==> config.mk <==
export PLATFORM = sky130hd
export DESIGN_NAME = mem_adapter_top
export DESIGN_NICKNAME = d
export VERILOG_FILES = /design/src/verilog/mem_pkg.sv /design/src/verilog/mem_adapter_top.sv /design/src/verilog/mem_arbiter.sv /design/src/verilog/mem_width_adapter.sv
export VERILOG_INCLUDE_DIRS = /design/src /design/src/verilog
export SDC_FILE = /design/constraint.sdc
export NUM_CORES = 1
export LEC_CHECK = 0
export BUFFER_PORTS_ARGS = -buffer_cell sky130_fd_sc_hd__buf_2
export CAP_MARGIN = 20
export CORE_AREA = 3 3 226 228
export CTS_BUF_LIST = sky130_fd_sc_hd__clkbuf_4
export DETAILED_ROUTE_END_ITERATION = 12
export DIE_AREA = 0 0 229 231
export GPL_ROUTABILITY_DRIVEN = 1
export GPL_TIMING_DRIVEN = 0
export SLEW_MARGIN = 5
export SYNTH_ARGS = -nofsm -noshare
export SYNTH_HDL_FRONTEND = slang
export SYNTH_SLANG_ARGS = --single-unit
==> constraint.sdc <==
create_clock -name clk -period 17.7 [get_ports clk]
set_clock_uncertainty 0.15 [all_clocks]
set_input_delay 3.54 -clock clk [delete_from_list [all_inputs] [get_ports clk]]
set_output_delay 3.54 -clock clk [all_outputs]
set_load 0.03 [all_outputs]
==> src/verilog/mem_defines.svh <==
`ifndef MEM_DEFINES_SVH
`define MEM_DEFINES_SVH

// shared memory port, 64-bit words.
`define MEM_DATA_WIDTH     64
`define MEM_ADDR_WIDTH     26
`define MEM_TAG_WIDTH      4

// narrow client, 32-bit word address.
`define NARROW_DATA_WIDTH  32
`define NARROW_ADDR_WIDTH  27

// wide client, 128-bit line address.
`define WIDE_DATA_WIDTH    128
`define WIDE_ADDR_WIDTH    25

`define CLIENT_TAG_WIDTH   2
// client tag plus lane or spare bit.
`define PORT_TAG_WIDTH     3

`endif

==> src/verilog/mem_pkg.sv <==
`include "mem_defines.svh"

package mem_pkg;

    typedef struct packed {
        logic [`NARROW_ADDR_WIDTH-1:0]     addr;
        logic                              rw;     // 1 = write.
        logic [`NARROW_DATA_WIDTH/8-1:0]   byteen;
        logic [`NARROW_DATA_WIDTH-1:0]     data;
        logic [`CLIENT_TAG_WIDTH-1:0]      tag;
    } narrow_req_t;

    typedef struct packed {
        logic [`NARROW_DATA_WIDTH-1:0]     data;
        logic [`CLIENT_TAG_WIDTH-1:0]      tag;
    } narrow_rsp_t;

    typedef struct packed {
        logic [`WIDE_ADDR_WIDTH-1:0]       addr;
        logic                              rw;
        logic [`WIDE_DATA_WIDTH/8-1:0]     byteen;
        logic [`WIDE_DATA_WIDTH-1:0]       data;
        logic [`CLIENT_TAG_WIDTH-1:0]      tag;
    } wide_req_t;

    typedef struct packed {
        logic [`WIDE_DATA_WIDTH-1:0]       data;
        logic [`CLIENT_TAG_WIDTH-1:0]      tag;
    } wide_rsp_t;

    // adapter side of the arbiter.
    typedef struct packed {
        logic [`MEM_ADDR_WIDTH-1:0]        addr;
        logic                              rw;
        logic [`MEM_DATA_WIDTH/8-1:0]      byteen;
        logic [`MEM_DATA_WIDTH-1:0]        data;
        logic [`PORT_TAG_WIDTH-1:0]        tag;
    } port_req_t;

    typedef struct packed {
        logic [`MEM_DATA_WIDTH-1:0]        data;
        logic [`PORT_TAG_WIDTH-1:0]        tag;
    } port_rsp_t;

    typedef struct packed {
        logic [`MEM_ADDR_WIDTH-1:0]        addr;
        logic                              rw;
        logic [`MEM_DATA_WIDTH/8-1:0]      byteen;
        logic [`MEM_DATA_WIDTH-1:0]        data;
        logic [`MEM_TAG_WIDTH-1:0]         tag;  // top bit names the source.
    } mem_req_t;

    typedef struct packed {
        logic [`MEM_DATA_WIDTH-1:0]        data;
        logic [`MEM_TAG_WIDTH-1:0]         tag;
    } mem_rsp_t;

endpackage

==> src/verilog/mem_adapter_top.sv <==
`timescale 1ns/1ns

module mem_adapter_top (
    input  logic                  clk,
    input  logic                  reset,

    input  logic                  narrow_req_valid,
    input  mem_pkg::narrow_req_t  narrow_req,
    output logic                  narrow_req_ready,

    output logic                  narrow_rsp_valid,
    output mem_pkg::narrow_rsp_t  narrow_rsp,
    input  logic                  narrow_rsp_ready,

    input  logic                  wide_req_valid,
    input  mem_pkg::wide_req_t    wide_req,
    output logic                  wide_req_ready,

    output logic                  wide_rsp_valid,
    output mem_pkg::wide_rsp_t    wide_rsp,
    input  logic                  wide_rsp_ready,

    output logic                  mem_req_valid,
    output mem_pkg::mem_req_t     mem_req,
    input  logic                  mem_req_ready,

    input  logic                  mem_rsp_valid,
    input  mem_pkg::mem_rsp_t     mem_rsp,
    output logic                  mem_rsp_ready
);

    // narrow side of the arbiter.
    logic                narrow_port_req_valid;
    mem_pkg::port_req_t  narrow_port_req;
    logic                narrow_port_req_ready;
    logic                narrow_port_rsp_valid;
    mem_pkg::port_rsp_t  narrow_port_rsp;
    logic                narrow_port_rsp_ready;

    // wide side.
    logic                wide_port_req_valid;
    mem_pkg::port_req_t  wide_port_req;
    logic                wide_port_req_ready;
    logic                wide_port_rsp_valid;
    mem_pkg::port_rsp_t  wide_port_rsp;
    logic                wide_port_rsp_ready;

    mem_width_adapter #(
        .src_req_t (mem_pkg::narrow_req_t),
        .src_rsp_t (mem_pkg::narrow_rsp_t),
        .dst_req_t (mem_pkg::port_req_t),
        .dst_rsp_t (mem_pkg::port_rsp_t)
    ) narrow_adapter_i (
        .clk           (clk),
        .reset         (reset),
        .src_req_valid (narrow_req_valid),
        .src_req       (narrow_req),
        .src_req_ready (narrow_req_ready),
        .dst_req_valid (narrow_port_req_valid),
        .dst_req       (narrow_port_req),
        .dst_req_ready (narrow_port_req_ready),
        .dst_rsp_valid (narrow_port_rsp_valid),
        .dst_rsp       (narrow_port_rsp),
        .dst_rsp_ready (narrow_port_rsp_ready),
        .src_rsp_valid (narrow_rsp_valid),
        .src_rsp       (narrow_rsp),
        .src_rsp_ready (narrow_rsp_ready)
    );

    mem_width_adapter #(
        .src_req_t (mem_pkg::wide_req_t),
        .src_rsp_t (mem_pkg::wide_rsp_t),
        .dst_req_t (mem_pkg::port_req_t),
        .dst_rsp_t (mem_pkg::port_rsp_t)
    ) wide_adapter_i (
        .clk           (clk),
        .reset         (reset),
        .src_req_valid (wide_req_valid),
        .src_req       (wide_req),
        .src_req_ready (wide_req_ready),
        .dst_req_valid (wide_port_req_valid),
        .dst_req       (wide_port_req),
        .dst_req_ready (wide_port_req_ready),
        .dst_rsp_valid (wide_port_rsp_valid),
        .dst_rsp       (wide_port_rsp),
        .dst_rsp_ready (wide_port_rsp_ready),
        .src_rsp_valid (wide_rsp_valid),
        .src_rsp       (wide_rsp),
        .src_rsp_ready (wide_rsp_ready)
    );

    // side 0 is narrow, side 1 wide.
    mem_arbiter mem_arbiter_i (
        .clk            (clk),
        .reset          (reset),
        .in0_req_valid  (narrow_port_req_valid),
        .in0_req        (narrow_port_req),
        .in0_req_ready  (narrow_port_req_ready),
        .in1_req_valid  (wide_port_req_valid),
        .in1_req        (wide_port_req),
        .in1_req_ready  (wide_port_req_ready),
        .mem_req_valid  (mem_req_valid),
        .mem_req        (mem_req),
        .mem_req_ready  (mem_req_ready),
        .mem_rsp_valid  (mem_rsp_valid),
        .mem_rsp        (mem_rsp),
        .mem_rsp_ready  (mem_rsp_ready),
        .out0_rsp_valid (narrow_port_rsp_valid),
        .out0_rsp       (narrow_port_rsp),
        .out0_rsp_ready (narrow_port_rsp_ready),
        .out1_rsp_valid (wide_port_rsp_valid),
        .out1_rsp       (wide_port_rsp),
        .out1_rsp_ready (wide_port_rsp_ready)
    );

endmodule

==> src/verilog/mem_arbiter.sv <==
`timescale 1ns/1ns

`include "mem_defines.svh"

module mem_arbiter (
    input  logic                clk,
    input  logic                reset,

    input  logic                in0_req_valid,
    input  mem_pkg::port_req_t  in0_req,
    output logic                in0_req_ready,

    input  logic                in1_req_valid,
    input  mem_pkg::port_req_t  in1_req,
    output logic                in1_req_ready,

    output logic                mem_req_valid,
    output mem_pkg::mem_req_t   mem_req,
    input  logic                mem_req_ready,

    input  logic                mem_rsp_valid,
    input  mem_pkg::mem_rsp_t   mem_rsp,
    output logic                mem_rsp_ready,

    output logic                out0_rsp_valid,
    output mem_pkg::port_rsp_t  out0_rsp,
    input  logic                out0_rsp_ready,

    output logic                out1_rsp_valid,
    output mem_pkg::port_rsp_t  out1_rsp,
    input  logic                out1_rsp_ready
);

    logic               rr_ptr;     // side preferred next.
    logic               lock_q;
    logic               lock_sel_q;
    logic               rr_sel;
    logic               sel;
    logic               req_fire;
    logic               rsp_sel;
    mem_pkg::port_req_t req_w;

    assign rr_sel = in1_req_valid && (!in0_req_valid || rr_ptr);

    // a stalled grant is kept so the payload holds.
    assign sel      = lock_q ? lock_sel_q : rr_sel;
    assign req_w    = sel ? in1_req : in0_req;
    assign req_fire = mem_req_valid && mem_req_ready;

    always_ff @(posedge clk) begin
        if (reset) begin
            rr_ptr <= 1'b0;
            lock_q <= 1'b0;
        end else begin
            lock_q <= mem_req_valid && !mem_req_ready;
            if (req_fire) begin
                rr_ptr <= !sel;
            end
        end
    end

    always_ff @(posedge clk) begin
        lock_sel_q <= sel;
    end

    assign mem_req_valid = in0_req_valid || in1_req_valid;
    assign in0_req_ready = mem_req_ready && !sel;
    assign in1_req_ready = mem_req_ready && sel;

    always_comb begin
        mem_req        = '0;
        mem_req.addr   = req_w.addr;
        mem_req.rw     = req_w.rw;
        mem_req.byteen = req_w.byteen;
        mem_req.data   = req_w.data;
        mem_req.tag    = {sel, req_w.tag};
    end

    // responses steered by the source bit.
    assign rsp_sel = mem_rsp.tag[`MEM_TAG_WIDTH-1];

    assign out0_rsp_valid = mem_rsp_valid && !rsp_sel;
    assign out1_rsp_valid = mem_rsp_valid && rsp_sel;
    assign mem_rsp_ready  = rsp_sel ? out1_rsp_ready : out0_rsp_ready;

    always_comb begin
        out0_rsp      = '0;
        out0_rsp.data = mem_rsp.data;
        out0_rsp.tag  = mem_rsp.tag[`PORT_TAG_WIDTH-1:0];
        out1_rsp      = out0_rsp;
    end

endmodule

==> src/verilog/mem_width_adapter.sv <==
`timescale 1ns/1ns

module mem_width_adapter #(
    parameter type src_req_t = mem_pkg::narrow_req_t,
    parameter type src_rsp_t = mem_pkg::narrow_rsp_t,
    parameter type dst_req_t = mem_pkg::port_req_t,
    parameter type dst_rsp_t = mem_pkg::port_rsp_t
) (
    input  logic     clk,
    input  logic     reset,

    input  logic     src_req_valid,
    input  src_req_t src_req,
    output logic     src_req_ready,

    output logic     dst_req_valid,
    output dst_req_t dst_req,
    input  logic     dst_req_ready,

    input  logic     dst_rsp_valid,
    input  dst_rsp_t dst_rsp,
    output logic     dst_rsp_ready,

    output logic     src_rsp_valid,
    output src_rsp_t src_rsp,
    input  logic     src_rsp_ready
);

    // widths come straight from the payload fields.
    localparam int SRC_DW = $bits(src_req.data);
    localparam int DST_DW = $bits(dst_req.data);
    localparam int SRC_BW = $bits(src_req.byteen);
    localparam int DST_BW = $bits(dst_req.byteen);
    localparam int SRC_AW = $bits(src_req.addr);
    localparam int DST_AW = $bits(dst_req.addr);
    localparam int SRC_TW = $bits(src_req.tag);
    localparam int DST_TW = $bits(dst_req.tag);

    localparam int RATIO = (DST_DW > SRC_DW) ? (DST_DW / SRC_DW) : (SRC_DW / DST_DW);
    localparam int D     = $clog2(RATIO);

    if (DST_DW > SRC_DW) begin : g_upsize

        logic [D-1:0] req_lane;
        logic [D-1:0] rsp_lane;
        logic [RATIO-1:0][SRC_DW-1:0] rsp_lanes;

        assign req_lane  = src_req.addr[D-1:0];
        assign rsp_lane  = dst_rsp.tag[D-1:0];  // lane rides in the low tag bits.
        assign rsp_lanes = dst_rsp.data;

        always_comb begin
            dst_req        = '0;
            dst_req.addr   = DST_AW'(src_req.addr[SRC_AW-1:D]);
            dst_req.rw     = src_req.rw;
            dst_req.byteen = DST_BW'(src_req.byteen) << (req_lane * SRC_BW);
            dst_req.data   = DST_DW'(src_req.data) << (req_lane * SRC_DW);
            dst_req.tag    = DST_TW'({src_req.tag, req_lane});
        end

        assign dst_req_valid = src_req_valid;
        assign src_req_ready = dst_req_ready;

        always_comb begin
            src_rsp      = '0;
            src_rsp.data = rsp_lanes[rsp_lane];
            src_rsp.tag  = dst_rsp.tag[SRC_TW+D-1:D];
        end

        assign src_rsp_valid = dst_rsp_valid;
        assign dst_rsp_ready = src_rsp_ready;

    end else begin : g_downsize

        localparam logic [D-1:0] LAST = D'(RATIO - 1);

        logic [D-1:0] req_ctr;
        logic [D-1:0] rsp_ctr;
        logic         req_fire;
        logic         rsp_fire;

        logic [RATIO-1:0][DST_DW-1:0] req_data_lanes;
        logic [RATIO-1:0][DST_BW-1:0] req_byteen_lanes;
        logic [RATIO-1:0][DST_DW-1:0] rsp_buf;
        logic [RATIO-1:0][DST_DW-1:0] rsp_data_n;
        logic [DST_TW-1:0]            rsp_tag_q;
        logic [DST_TW-1:0]            rsp_tag_w;

        assign req_fire = dst_req_valid && dst_req_ready;
        assign rsp_fire = dst_rsp_valid && dst_rsp_ready;

        assign req_data_lanes   = src_req.data;
        assign req_byteen_lanes = src_req.byteen;

        always_ff @(posedge clk) begin
            if (reset) begin
                req_ctr <= '0;
                rsp_ctr <= '0;
            end else begin
                if (req_fire) begin
                    req_ctr <= req_ctr + 1'b1;
                end
                if (rsp_fire) begin
                    rsp_ctr <= rsp_ctr + 1'b1;
                end
            end
        end

        // earlier beats and the first tag wait here.
        always_ff @(posedge clk) begin
            if (rsp_fire) begin
                rsp_buf[rsp_ctr] <= dst_rsp.data;
                if (rsp_ctr == '0) begin
                    rsp_tag_q <= dst_rsp.tag;
                end
            end
        end

        always_comb begin
            dst_req        = '0;
            dst_req.addr   = DST_AW'({src_req.addr, req_ctr});
            dst_req.rw     = src_req.rw;
            dst_req.byteen = req_byteen_lanes[req_ctr];
            dst_req.data   = req_data_lanes[req_ctr];
            dst_req.tag    = DST_TW'(src_req.tag);  // zero-extended.
        end

        assign dst_req_valid = src_req_valid;
        assign src_req_ready = dst_req_ready && (req_ctr == LAST);  // only on the last beat.

        always_comb begin
            rsp_data_n          = rsp_buf;
            rsp_data_n[rsp_ctr] = dst_rsp.data;
        end

        assign rsp_tag_w = (rsp_ctr != '0) ? rsp_tag_q : dst_rsp.tag;

        always_comb begin
            src_rsp      = '0;
            src_rsp.data = rsp_data_n;
            src_rsp.tag  = rsp_tag_w[SRC_TW-1:0];
        end

        // early beats never wait on the client.
        assign src_rsp_valid = dst_rsp_valid && (rsp_ctr == LAST);
        assign dst_rsp_ready = src_rsp_ready || (rsp_ctr != LAST);

    end

endmodule
==> results.sh, run 1 <==
export IMPL_status="finished clean"
export IMPL_worst_ir_drop_vdd_uv=31.2
export IMPL_htree_levels=4
export IMPL_cpMostUsedCell="clkbuf_1"
export IMPL_wl_um=42500
export IMPL_clockBufferDepth=2
export IMPL_max_stage_delay_ns=0.69
export IMPL_switching_share_pct=38.5
export IMPL_path_clk_slew_ns=0.14
export IMPL_cts_buffers=17
export IMPL_drt_initial_drc_count=224
export IMPL_setup_viol=0
export IMPL_setup_tns_ns=0
export IMPL_cp_buffers_inverters=3
export IMPL_synthCells=626
export IMPL_yosysTopAreaCellShare_pct=46.1
export IMPL_synth_top_family_by_area="multiplexers"
export IMPL_power_internal_uw=613
export IMPL_firstDrtPassIters=4
export IMPL_combPwrFrac_pct=40.0
export IMPL_slew_headroom_pct=44.0
export IMPL_synth_seq_cells=135
export IMPL_nets=1546
export IMPL_hp_class="reg2reg"
export IMPL_r2r_start="wide_adapter_i.g_downsize.rsp_ctr"
export IMPL_grtUsageTotal_pct=15.3
export IMPL_die_h_um=231
export IMPL_synth_warnings=0
export IMPL_grt_pass1_wl_um=58500
export IMPL_yosysSeqAreaShare_pct=47.2
export IMPL_p_leak_nw=5.49
export IMPL_syn_cell_area_mm2=0.00847
export IMPL_start_util_pct=17.3
export IMPL_min_period_over_period_pct=51.3
export IMPL_path_cells="clkbuf_1 > clkbuf_1 > nand2_1 > mux2i_1 > buf_2"
export IMPL_root_buffer="clkbuf_4"
export IMPL_dp_hpwl_um=36400
export IMPL_area_growth_pct=49.2
export IMPL_criticalPathCategory="in2out"
export IMPL_cp_data_arrival_time_ns=5.39
export IMPL_postCtsSetupRepairBufs=0
export IMPL_cts_resized=0
export IMPL_grt_overflow=0
export IMPL_ant_nets=0
export IMPL_syn_area_per_cell_um2=13.5
export IMPL_ctsHoldBuffers=0
export IMPL_clkSinkCount=135
export IMPL_final_max_slew_viol_count=0
export IMPL_antenna_found_initial=18
export IMPL_synth_adder_area_share_pct=0
export IMPL_grt_pass1_vias=8229
export IMPL_p_sw_uw=384
export IMPL_worstHoldStart="mem_arbiter_i.rr_ptr"
export IMPL_rr_worst_depth=7
export IMPL_yosys_area_top_type="edfxtp_1"
export IMPL_yosys_area_share_simple_pct=5.67
export IMPL_cp_max_fo=10
export IMPL_layout_drive_gt1_share_pct=68.4
export IMPL_die_area_mm2=0.0529
export IMPL_p_total_uw=997
export IMPL_syn_nets=940
export IMPL_core_mm2=0.0491
export IMPL_slowest_stage="clkbuf_1"
export IMPL_maxCapViolations=0
export IMPL_period_needed_ns=9.08
export IMPL_fmax_mhz=110
export IMPL_startpoint_type="primary input"
export IMPL_gp_congestion=0.948
export IMPL_drcViolationCount=0
export IMPL_p_clk_share_pct=22.4
export IMPL_timing_worst_slew_pin_value_ns=0.841
export IMPL_finalHoldViolCount=0
export IMPL_cts_tree="built"
export IMPL_vias=7795
export IMPL_r2r_setup_slack_ns=14.93
export IMPL_r2r_end="wide_adapter_i.g_downsize.rsp_buf[23]"
export IMPL_clk_latency_ns=0.56
export IMPL_ys_types=27
export IMPL_required_ns=14.01
export IMPL_boundaryPins=587
export IMPL_critPathTopFamily="buffers and inverters"
export IMPL_rows=81
export IMPL_synth_xor_area_share_pct=0
export IMPL_grt_max_degree=34
export IMPL_synth_area_leaders="edfxtp_1 (46%), mux2_2 (25%), mux2i_1 (17%), nand2b_1 (2.7%), nand2_1 (1.7%)"
export IMPL_die_w_um=229
export IMPL_wl_per_cell_um=22.1
export IMPL_holdPathEnd="mem_arbiter_i.rr_ptr"
export IMPL_muxShareOfSynthArea_pct=42.4
export IMPL_p_seq_share_pct=37.6
export IMPL_portBuffers=583
export IMPL_grt_setup_unrepaired="false"
export IMPL_hold_depth=2
export IMPL_synth_compound_area_share_pct=0.546
export IMPL_critPathCaptureType="output port"
export IMPL_fillers=5360
export IMPL_via_per_inst=4.06
export IMPL_pwr_density_cell_mw_per_mm2=78.8
power by group through the flow:
| stage | clock, mW | combinational, mW | sequential (mW) |
|---|---|---|---|
| 6_report | 0.223 | 0.398 | 0.375 |
| 5_1_grt | 0.250 | 0.420 | 0.377 |
| 4_1_cts | 0.238 | 0.404 | 0.375 |
| 2_1_floorplan | 0 | 0.252 | 0.384 |
| 3_5_place_dp | 0 | 0.403 | 0.383 |
| 3_3_place_gp | 0 | 0.398 | 0.386 |
final cells by class:
| cell class | count | area, µm² | share of cell area, % |
|---|---|---|---|
| Clock inverter | 14 | 171 | 1.36 |
| Tap cell | 664 | 831 | 6.57 |
| Sequential cell | 135 | 4000 | 31.7 |
| Multi-Input combinational cell | 436 | 4130 | 32.6 |
| Antenna cell | 9 | 22.5 | 0.178 |
| Clock buffer | 18 | 135 | 1.07 |
| Inverter | 4 | 15.0 | 0.119 |
| Buffer | 51 | 337 | 2.66 |
| Timing Repair Buffer | 587 | 3010 | 23.8 |
layout by cell type, fill, tap and decap left out, types with 3 or more instances in the layout:
| cell | netlist | final |
|---|---|---|
| buf_2 | 23 | 606 |
| clkbuf_4 | 0 | 18 |
| mux2i_1 | 144 | 144 |
| edfxtp_1 | 130 | 130 |
| bufinv_16 | 0 | 3 |
| clkbuf_1 | 9 | 9 |
| inv_1 | 4 | 4 |
| buf_6 | 4 | 4 |
| nand2_1 | 39 | 39 |
| inv_6 | 0 | 4 |
| clkinv_4 | 0 | 4 |
| buf_4 | 11 | 11 |
| dfxtp_1 | 5 | 5 |
| mux2_2 | 191 | 191 |
| buf_12 | 0 | 3 |
| diode_2 | 0 | 9 |
| buf_8 | 4 | 4 |
| nor2_1 | 6 | 5 |
| nand2b_1 | 37 | 37 |
| and3_1 | 3 | 3 |
| clkinv_1 | 0 | 3 |
worst reg2reg max path, delay by kind of cell (launching register included):
family	cells	cell delay, ns
buffers and inverters	5	1.21
AND/OR/NAND/NOR	2	0.81
flip-flops	1	0.32
routing by layer:
layer,vias up,GRT usage (%),wire length (µm)
li1,3579,-,-
met1,3759,15.8,15500
met2,405,29.1,23100
met3,50,4.11,2710
met4,2,6.84,1160
met5,-,0,13
cells by family after synthesis:
group,count (synthesis)
and+or+nand+nor,94
muxes,335
AOI/OAI and AO/OA,7
buffers and inverters,55
DFF,135
state kept, by name, indices dropped and copies added (netlist names):
| signal | count |
|---|---|
| wide_adapter_i.g_downsize.rsp_buf | 128 |
| mem_arbiter_i.lock_q | 1 |
| wide_adapter_i.g_downsize.rsp_ctr | 1 |
| mem_arbiter_i.lock_sel_q | 1 |
| wide_adapter_i.g_downsize.req_ctr | 1 |
| wide_adapter_i.g_downsize.rsp_tag_q | 2 |
| mem_arbiter_i.rr_ptr | 1 |
worst max path at each step:
stage,endpoint,startpoint,cells after the start
finish,mem_req[37],narrow_req[39],5
global route,mem_req[37],narrow_req[39],5
CTS,mem_req[37],narrow_req[39],5
detailed placement,mem_req[37],narrow_req[39],5
global placement,wide_adapter_i.g_downsize.rsp_buf[84],mem_rsp[3],3
floorplan,wide_adapter_i.g_downsize.rsp_buf[0],mem_rsp[3],2
cells in the mapped netlist:
master    instances
a21oi_1           2
nor2b_1           2
edfxtp_1        130
buf_6             4
a211oi_1          1
buf_8             4
nor2b_2           1
or4_1             1
or4bb_1           1
buf_4            11
mux2_2          191
o31ai_1           1
nor2_1            6
clkbuf_1          9
o2111a_1          1
inv_1             4
nor3_1            2
o21ai_0           1
and3_1            3
buf_2            23
dfxtp_1           5
nand2_1          39
or2_2             1
o21ai_1           1
nand2b_1         37
mux2i_1         144
nand3_1           1
through the flow:
step | area, µm² | util [%] | setup WS [ns] | hold WS (ns) | cells
final | 12600 | 25.8 | 8.62 | 0.353 | 1918
after global routing | 12600 | 25.8 | 8.54 | 0.373 | 1918
after CTS | 12600 | 25.7 | 8.59 | 0.347 | 1909
after detailed placement | 12300 | 25.1 | 8.60 | 0.328 | 1877
after global placement | 12200 | 24.9 | 5.01 | 0.320 | 1873
after floorplan | 8470 | - | 7.90 | 0.309 | 626
Power figures use the tool's default switching activity.
==> inputs of run 2 (changes only) <==
--- a/config.mk
+++ b/config.mk
@@ -6,6 +6,7 @@
 export SDC_FILE = /design/constraint.sdc
 export NUM_CORES = 1
 export LEC_CHECK = 0
+export ABC_AREA = 1
 export BUFFER_PORTS_ARGS = -buffer_cell sky130_fd_sc_hd__buf_2
 export CAP_MARGIN = 20
 export CORE_AREA = 3 3 226 228
==> constraint.sdc (replaced) <==
create_clock -name clk -period 8.8 [get_ports clk]
set_clock_uncertainty 0.15 [all_clocks]
set_input_delay 1.76 -clock clk [delete_from_list [all_inputs] [get_ports clk]]
set_output_delay 1.76 -clock clk [all_outputs]
set_load 0.03 [all_outputs]
==> results.sh, run 2 <==
export IMPL_status="finished clean"
export IMPL_regMostFlops="wide_adapter_i.g_downsize.rsp_buf"
export IMPL_hp_class="reg2reg"
export IMPL_startpoint_type="primary input"
export IMPL_finalHoldViolCount=0
export IMPL_final_common_cell="buf_2"
export IMPL_boundaryPins=587
export IMPL_via_per_inst=4.24
export IMPL_wl_per_cell_um=21.4
export IMPL_critPathCaptureType="output port"
export IMPL_period_needed_ns=5.64
export IMPL_drcViolationCount=0
export IMPL_pwr_density_cell_mw_per_mm2=161
export IMPL_synth_edf_count=130
export IMPL_nets=2011
export IMPL_root_buffer="clkbuf_4"
export IMPL_hold_depth=2
export IMPL_path_cells="clkbuf_1 > clkbuf_1 > nand2_1 > o21ai_0 > buf_2"
export IMPL_fillers=5618
export IMPL_firstDrtPassIters=4
export IMPL_grt_overflow=0
export IMPL_dpl_cell_count=2342
export IMPL_synth_seq_cells=135
export IMPL_synthCells=1093
export IMPL_layout_drive_gt1_share_pct=39.8
export IMPL_portBuffers=584
export IMPL_ys_types=20
export IMPL_wl_um=51200
export IMPL_clkSinkCount=135
export IMPL_r2r_setup_slack_ns=6.35
export IMPL_path_clk_slew_ns=0.13
export IMPL_synth_area_leaders="edfxtp_1 (48%), nand2_1 (22%), o21ai_0 (15%), inv_1 (3.5%), buf_2 (1.8%)"
export IMPL_rr_worst_depth=5
export IMPL_p_total_mw=1.98
export IMPL_final_max_slew_viol_count=0
export IMPL_core_mm2=0.0491
export IMPL_area_growth_pct=50.2
export IMPL_die_h_um=231
export IMPL_cts_buffers=17
export IMPL_cp_max_fo=10
export IMPL_worst_ir_drop_vdd_uv=118
export IMPL_dp_hpwl_um=43600
export IMPL_slowest_stage="clkbuf_1"
export IMPL_synth_warnings=0
export IMPL_largest_reg_flops=128
export IMPL_p_leak_nw=6.02
export IMPL_yosys_area_top_type="edfxtp_1"
export IMPL_grt_pass1_wl_um=70800
export IMPL_syn_area_per_cell_um2=7.48
export IMPL_cts_tree="built"
export IMPL_setup_tns_ns=0
export IMPL_final_cells=2389
export IMPL_r2r_start="wide_adapter_i.g_downsize.rsp_ctr"
export IMPL_cp_data_arrival_time_ns=3.73
export IMPL_cpMostUsedCell="clkbuf_1"
export IMPL_criticalPathCategory="in2out"
export IMPL_vias=10100
export IMPL_rows=81
export IMPL_grtUsageTotal_pct=18.6
export IMPL_holdPathEnd="mem_arbiter_i.rr_ptr"
export IMPL_postCtsSetupRepairBufs=0
export IMPL_drt_initial_drc_count=490
export IMPL_yosysSeqAreaShare_pct=49.0
export IMPL_setup_viol=0
export IMPL_syn_nets=1407
export IMPL_async_flop_share_pct=0
export IMPL_grt_max_degree=91
export IMPL_timing_worst_slew_pin_value_ns=0.862
export IMPL_syn_cell_area_mm2=0.00818
export IMPL_ctsHoldBuffers=0
export IMPL_die_area_mm2=0.0529
export IMPL_min_period_over_period_pct=64.1
export IMPL_maxCapViolations=0
export IMPL_cts_resized=0
export IMPL_ant_nets=0
export IMPL_gp_congestion=1.03
export IMPL_antenna_found_initial=26
export IMPL_grt_setup_unrepaired="false"
export IMPL_start_util_pct=16.7
export IMPL_clockBufferDepth=2
export IMPL_htree_levels=4
export IMPL_clk_latency_ns=0.60
export IMPL_synth_commonest_cells="nand2_1 (478), o21ai_0 (246), edfxtp_1 (130), inv_1 (76), clkbuf_1 (34)"
export IMPL_worstHoldStart="mem_arbiter_i.rr_ptr"
export IMPL_yosysTopAreaCellShare_pct=47.7
export IMPL_r2r_end="wide_adapter_i.g_downsize.rsp_buf[85]"
export IMPL_synth_most_common_cell="nand2_1"
export IMPL_grt_pass1_vias=10400
export IMPL_max_stage_delay_ns=0.71
export IMPL_slew_headroom_pct=42.5
export IMPL_required_ns=6.89
export IMPL_crit_start="mem_rsp[0]"
export IMPL_final_cell_mix="buf_2 (614), nand2_1 (478), o21ai_0 (246), edfxtp_1 (130), inv_1 (75)"
export IMPL_fmax_mhz=177
export IMPL_die_w_um=229
export IMPL_reg_top3="wide_adapter_i.g_downsize.rsp_buf: 128 flops, wide_adapter_i.g_downsize.rsp_tag_q: 2 flops"
export IMPL_ys_flop_type="edfxtp_1"
## run 2: how the worst max path moves through the flow
stage / endpoint / slack [ns] / cells past startpoint
finish: narrow_rsp[26] / 3.16 / 5
global route: narrow_rsp[26] / 2.98 / 5
CTS: narrow_rsp[26] / 2.99 / 5
detailed placement: narrow_rsp[26] / 3.00 / 5
global placement: wide_adapter_i.g_downsize.rsp_buf[119] / 2.30 / 5
floorplan: wide_adapter_i.g_downsize.rsp_buf[0] / 3.70 / 4
## run 2: cell families (layout without fill, tap and decap cells)
| kind of cell | count (synthesis) | count (layout) | synth area share, % |
|---|---|---|---|
| buffers and inverters | 157 | 774 | 8.68 |
| AOI/OAI and AO/OA | 273 | 273 | 16.7 |
| other | 0 | 15 | 0 |
| and+or+nand+nor | 528 | 528 | 25.7 |
| DFF | 135 | 135 | 49.0 |
## run 2: critical path, delay by kind of cell
kind / cells / cell delay, ns
buffers and inverters: 3 / 1.49
AND/OR/NAND/NOR: 1 / 0.31
AO/OA/AOI/OAI: 1 / 0.17
## run 2: metrics by stage
step                setup WS (ns)  instance area (µm²)  hold slack (ns)  utilization (%)
detailed placement           3.00                12000            0.388             24.4
CTS                          2.99                12200            0.421             25.0
finish                       3.16                12300            0.417             25.0
global route                 2.98                12300            0.437             25.0
global placement             2.30                11900            0.377             24.3
floorplan                    3.70                 8180            0.352                -
## run 2: metal layers
metal / GRT usage (%) / up-vias / part of all wire [%]
li1: - / 4794 / -
met1: 18.8 / 4745 / 36
met2: 35.2 / 493 / 53
met3: 4.54 / 102 / 6.6
met4: 9.82 / 0 / 5.1
met5: 0 / - / 0
## run 2: layout make-up
class | instances | area, µm² | share of cell area [%]
antenna | 15 | 37.5 | 0.306
multi-input combinational | 801 | 3460 | 28.2
inverter | 78 | 298 | 2.42
sequential | 135 | 4000 | 32.6
clock buffer | 18 | 135 | 1.10
timing repair buffer | 585 | 2950 | 24.0
tap | 664 | 831 | 6.76
clock inverter | 14 | 149 | 1.21
buffer | 79 | 417 | 3.39
## run 2: power by group
group	total (mW)	internal, mW	switching, mW
clock	0.435	0.173	0.261
sequential	0.764	0.754	0.00996
combinational	0.783	0.208	0.576
==> inputs of run 3 (changes only) <==
--- a/config.mk
+++ b/config.mk
@@ -9,10 +9,10 @@
 export ABC_AREA = 1
 export BUFFER_PORTS_ARGS = -buffer_cell sky130_fd_sc_hd__buf_2
 export CAP_MARGIN = 20
-export CORE_AREA = 3 3 226 228
+export CORE_AREA = 3 3 230 232
 export CTS_BUF_LIST = sky130_fd_sc_hd__clkbuf_4
 export DETAILED_ROUTE_END_ITERATION = 12
-export DIE_AREA = 0 0 229 231
+export DIE_AREA = 0 0 233 235
 export GPL_ROUTABILITY_DRIVEN = 1
 export GPL_TIMING_DRIVEN = 0
 export SLEW_MARGIN = 5
==> constraint.sdc (replaced) <==
create_clock -name clk -period 4.9 [get_ports clk]
set_clock_uncertainty 0.15 [all_clocks]
set_input_delay 0.98 -clock clk [delete_from_list [all_inputs] [get_ports clk]]
set_output_delay 0.98 -clock clk [all_outputs]
set_load 0.03 [all_outputs]
==> results.sh, run 3 (synthesized netlist as in run 2, its figures left out) <==
export IMPL_die_h_um=235
export IMPL_wl_per_cell_um=21.9
export IMPL_postCtsSetupRepairBufs=0
export IMPL_dpl_cell_area_mm2=0.0120
export IMPL_fin_util_pct=24.2
export IMPL_grt_pass1_vias=9984
export IMPL_grt_max_degree=84
export IMPL_pwr_density_cell_mw_per_mm2=293
export IMPL_clockBufferDepth=2
export IMPL_cts_tree="built"
export IMPL_worst_ir_drop_vdd_uv=258
export IMPL_largest_reg_flops=128
export IMPL_wl_um=53000
export IMPL_ant_nets=0
export IMPL_grt_overflow=0
export IMPL_clkSinkCount=135
export IMPL_setup_tns_ns=0
export IMPL_clk_latency_ns=0.65
export IMPL_setup_viol=0
export IMPL_status="finished clean"
export IMPL_gp_congestion=1.03
export IMPL_path_cells="buf_4 > clkbuf_1 > o21ai_0 > o21ai_1 > buf_2"
export IMPL_layout_setup_ws_ns=0.655
export IMPL_dp_hpwl_um=44000
export IMPL_rows=83
export IMPL_cts_resized=0
export IMPL_p_leak_nw=6.05
export IMPL_final_max_slew_viol_count=0
export IMPL_path_clk_slew_ns=0.14
export IMPL_timing_worst_slew_pin_value_ns=1.12
export IMPL_vias=9973
export IMPL_dpl_cell_count=2361
export IMPL_firstDrtPassIters=5
export IMPL_final_cells=2416
export IMPL_finalHoldViolCount=0
export IMPL_die_w_um=233
export IMPL_place_ws_ns=0.553
export IMPL_root_buffer="clkbuf_4"
export IMPL_grtUsageTotal_pct=18.7
export IMPL_p_total_mw=3.63
export IMPL_ctsHoldBuffers=0
export IMPL_criticalPathCategory="reg2out"
export IMPL_hp_class="in2reg"
export IMPL_multi_input_area_mm2=0.00346
export IMPL_cts_buffers=17
export IMPL_slowest_stage="clkbuf_1"
export IMPL_fmax_mhz=236
export IMPL_antenna_found_initial=34
export IMPL_area_growth_pct=51.2
export IMPL_required_ns=3.77
export IMPL_start_util_pct=16.0
export IMPL_layout_drive_gt1_share_pct=39.8
export IMPL_core_mm2=0.0512
export IMPL_final_common_cell="buf_2"
export IMPL_grt_pass1_wl_um=72100
export IMPL_ff_latch_area_mm2=0.00400
export IMPL_regMostFlops="wide_adapter_i.g_downsize.rsp_buf"
export IMPL_period_needed_ns=4.25
export IMPL_min_period_over_period_pct=86.6
export IMPL_boundaryPins=587
export IMPL_fillers=5887
export IMPL_startpoint_type="register"
export IMPL_reg_top3="wide_adapter_i.g_downsize.rsp_buf: 128 flops, wide_adapter_i.g_downsize.rsp_tag_q: 2 flops"
export IMPL_maxCapViolations=0
export IMPL_drcViolationCount=0
export IMPL_via_per_inst=4.13
export IMPL_htree_levels=4
export IMPL_slew_headroom_pct=24.7
export IMPL_cp_data_arrival_time_ns=3.12
export IMPL_cp_max_fo=10
export IMPL_max_stage_delay_ns=0.62
export IMPL_hold_slack_ns=0.334
export IMPL_grt_setup_unrepaired="false"
export IMPL_die_area_mm2=0.0548
export IMPL_final_cell_mix="buf_2 (614), nand2_1 (478), o21ai_0 (246), edfxtp_1 (130), inv_1 (75)"
export IMPL_nets=2014
export IMPL_portBuffers=584
export IMPL_postLayoutCellArea_mm2=0.0124
export IMPL_drt_initial_drc_count=472
export IMPL_critPathCaptureType="output port"
## run 3: cell type report
| type | count | share of cell area, % |
|---|---|---|
| Sequential cell | 135 | 32.4 |
| Multi-Input combinational cell | 801 | 28.0 |
| Timing Repair Buffer | 588 | 24.0 |
| Tap cell | 680 | 6.88 |
| Buffer | 79 | 3.37 |
| Inverter | 78 | 2.41 |
| Clock inverter | 15 | 1.41 |
| Clock buffer | 17 | 1.03 |
| Antenna cell | 23 | 0.465 |
## run 3: path summary, 6_finish.rpt
kind,from,end,slack (ns),depth (start not counted)
hold / removal,reset,mem_arbiter_i.lock_q,0.33,2
hold reg to reg,wide_adapter_i.g_downsize.rsp_buf[63],wide_adapter_i.g_downsize.rsp_buf[63],0.42,2
setup reg to reg,wide_adapter_i.g_downsize.rsp_ctr,wide_adapter_i.g_downsize.rsp_buf[20],2.35,5
setup / recovery,wide_adapter_i.g_downsize.req_ctr,mem_req[66],0.65,5
## run 3: power breakdown
| part | switching, mW | internal [mW] |
|---|---|---|
| logic | 1.04 | 0.375 |
| registers | 0.0174 | 1.35 |
| clock network | 0.481 | 0.356 |
| total | 1.54 | 2.09 |
## run 3: critical path, delay by kind of cell, from the launching register on
family,cells,cell delay [ns]
flip-flops,1,0.37
buffers and inverters,3,1.11
AO/OA/AOI/OAI,2,0.97
## run 3: layer usage
metal | up-vias | GRT usage (%) | share of wire, %
met5 | - | 0 | 0.12
met4 | 8 | 10.8 | 4.9
met3 | 91 | 5.21 | 7.5
met2 | 520 | 34.0 | 52
met1 | 4547 | 19.1 | 35
li1 | 4807 | - | -
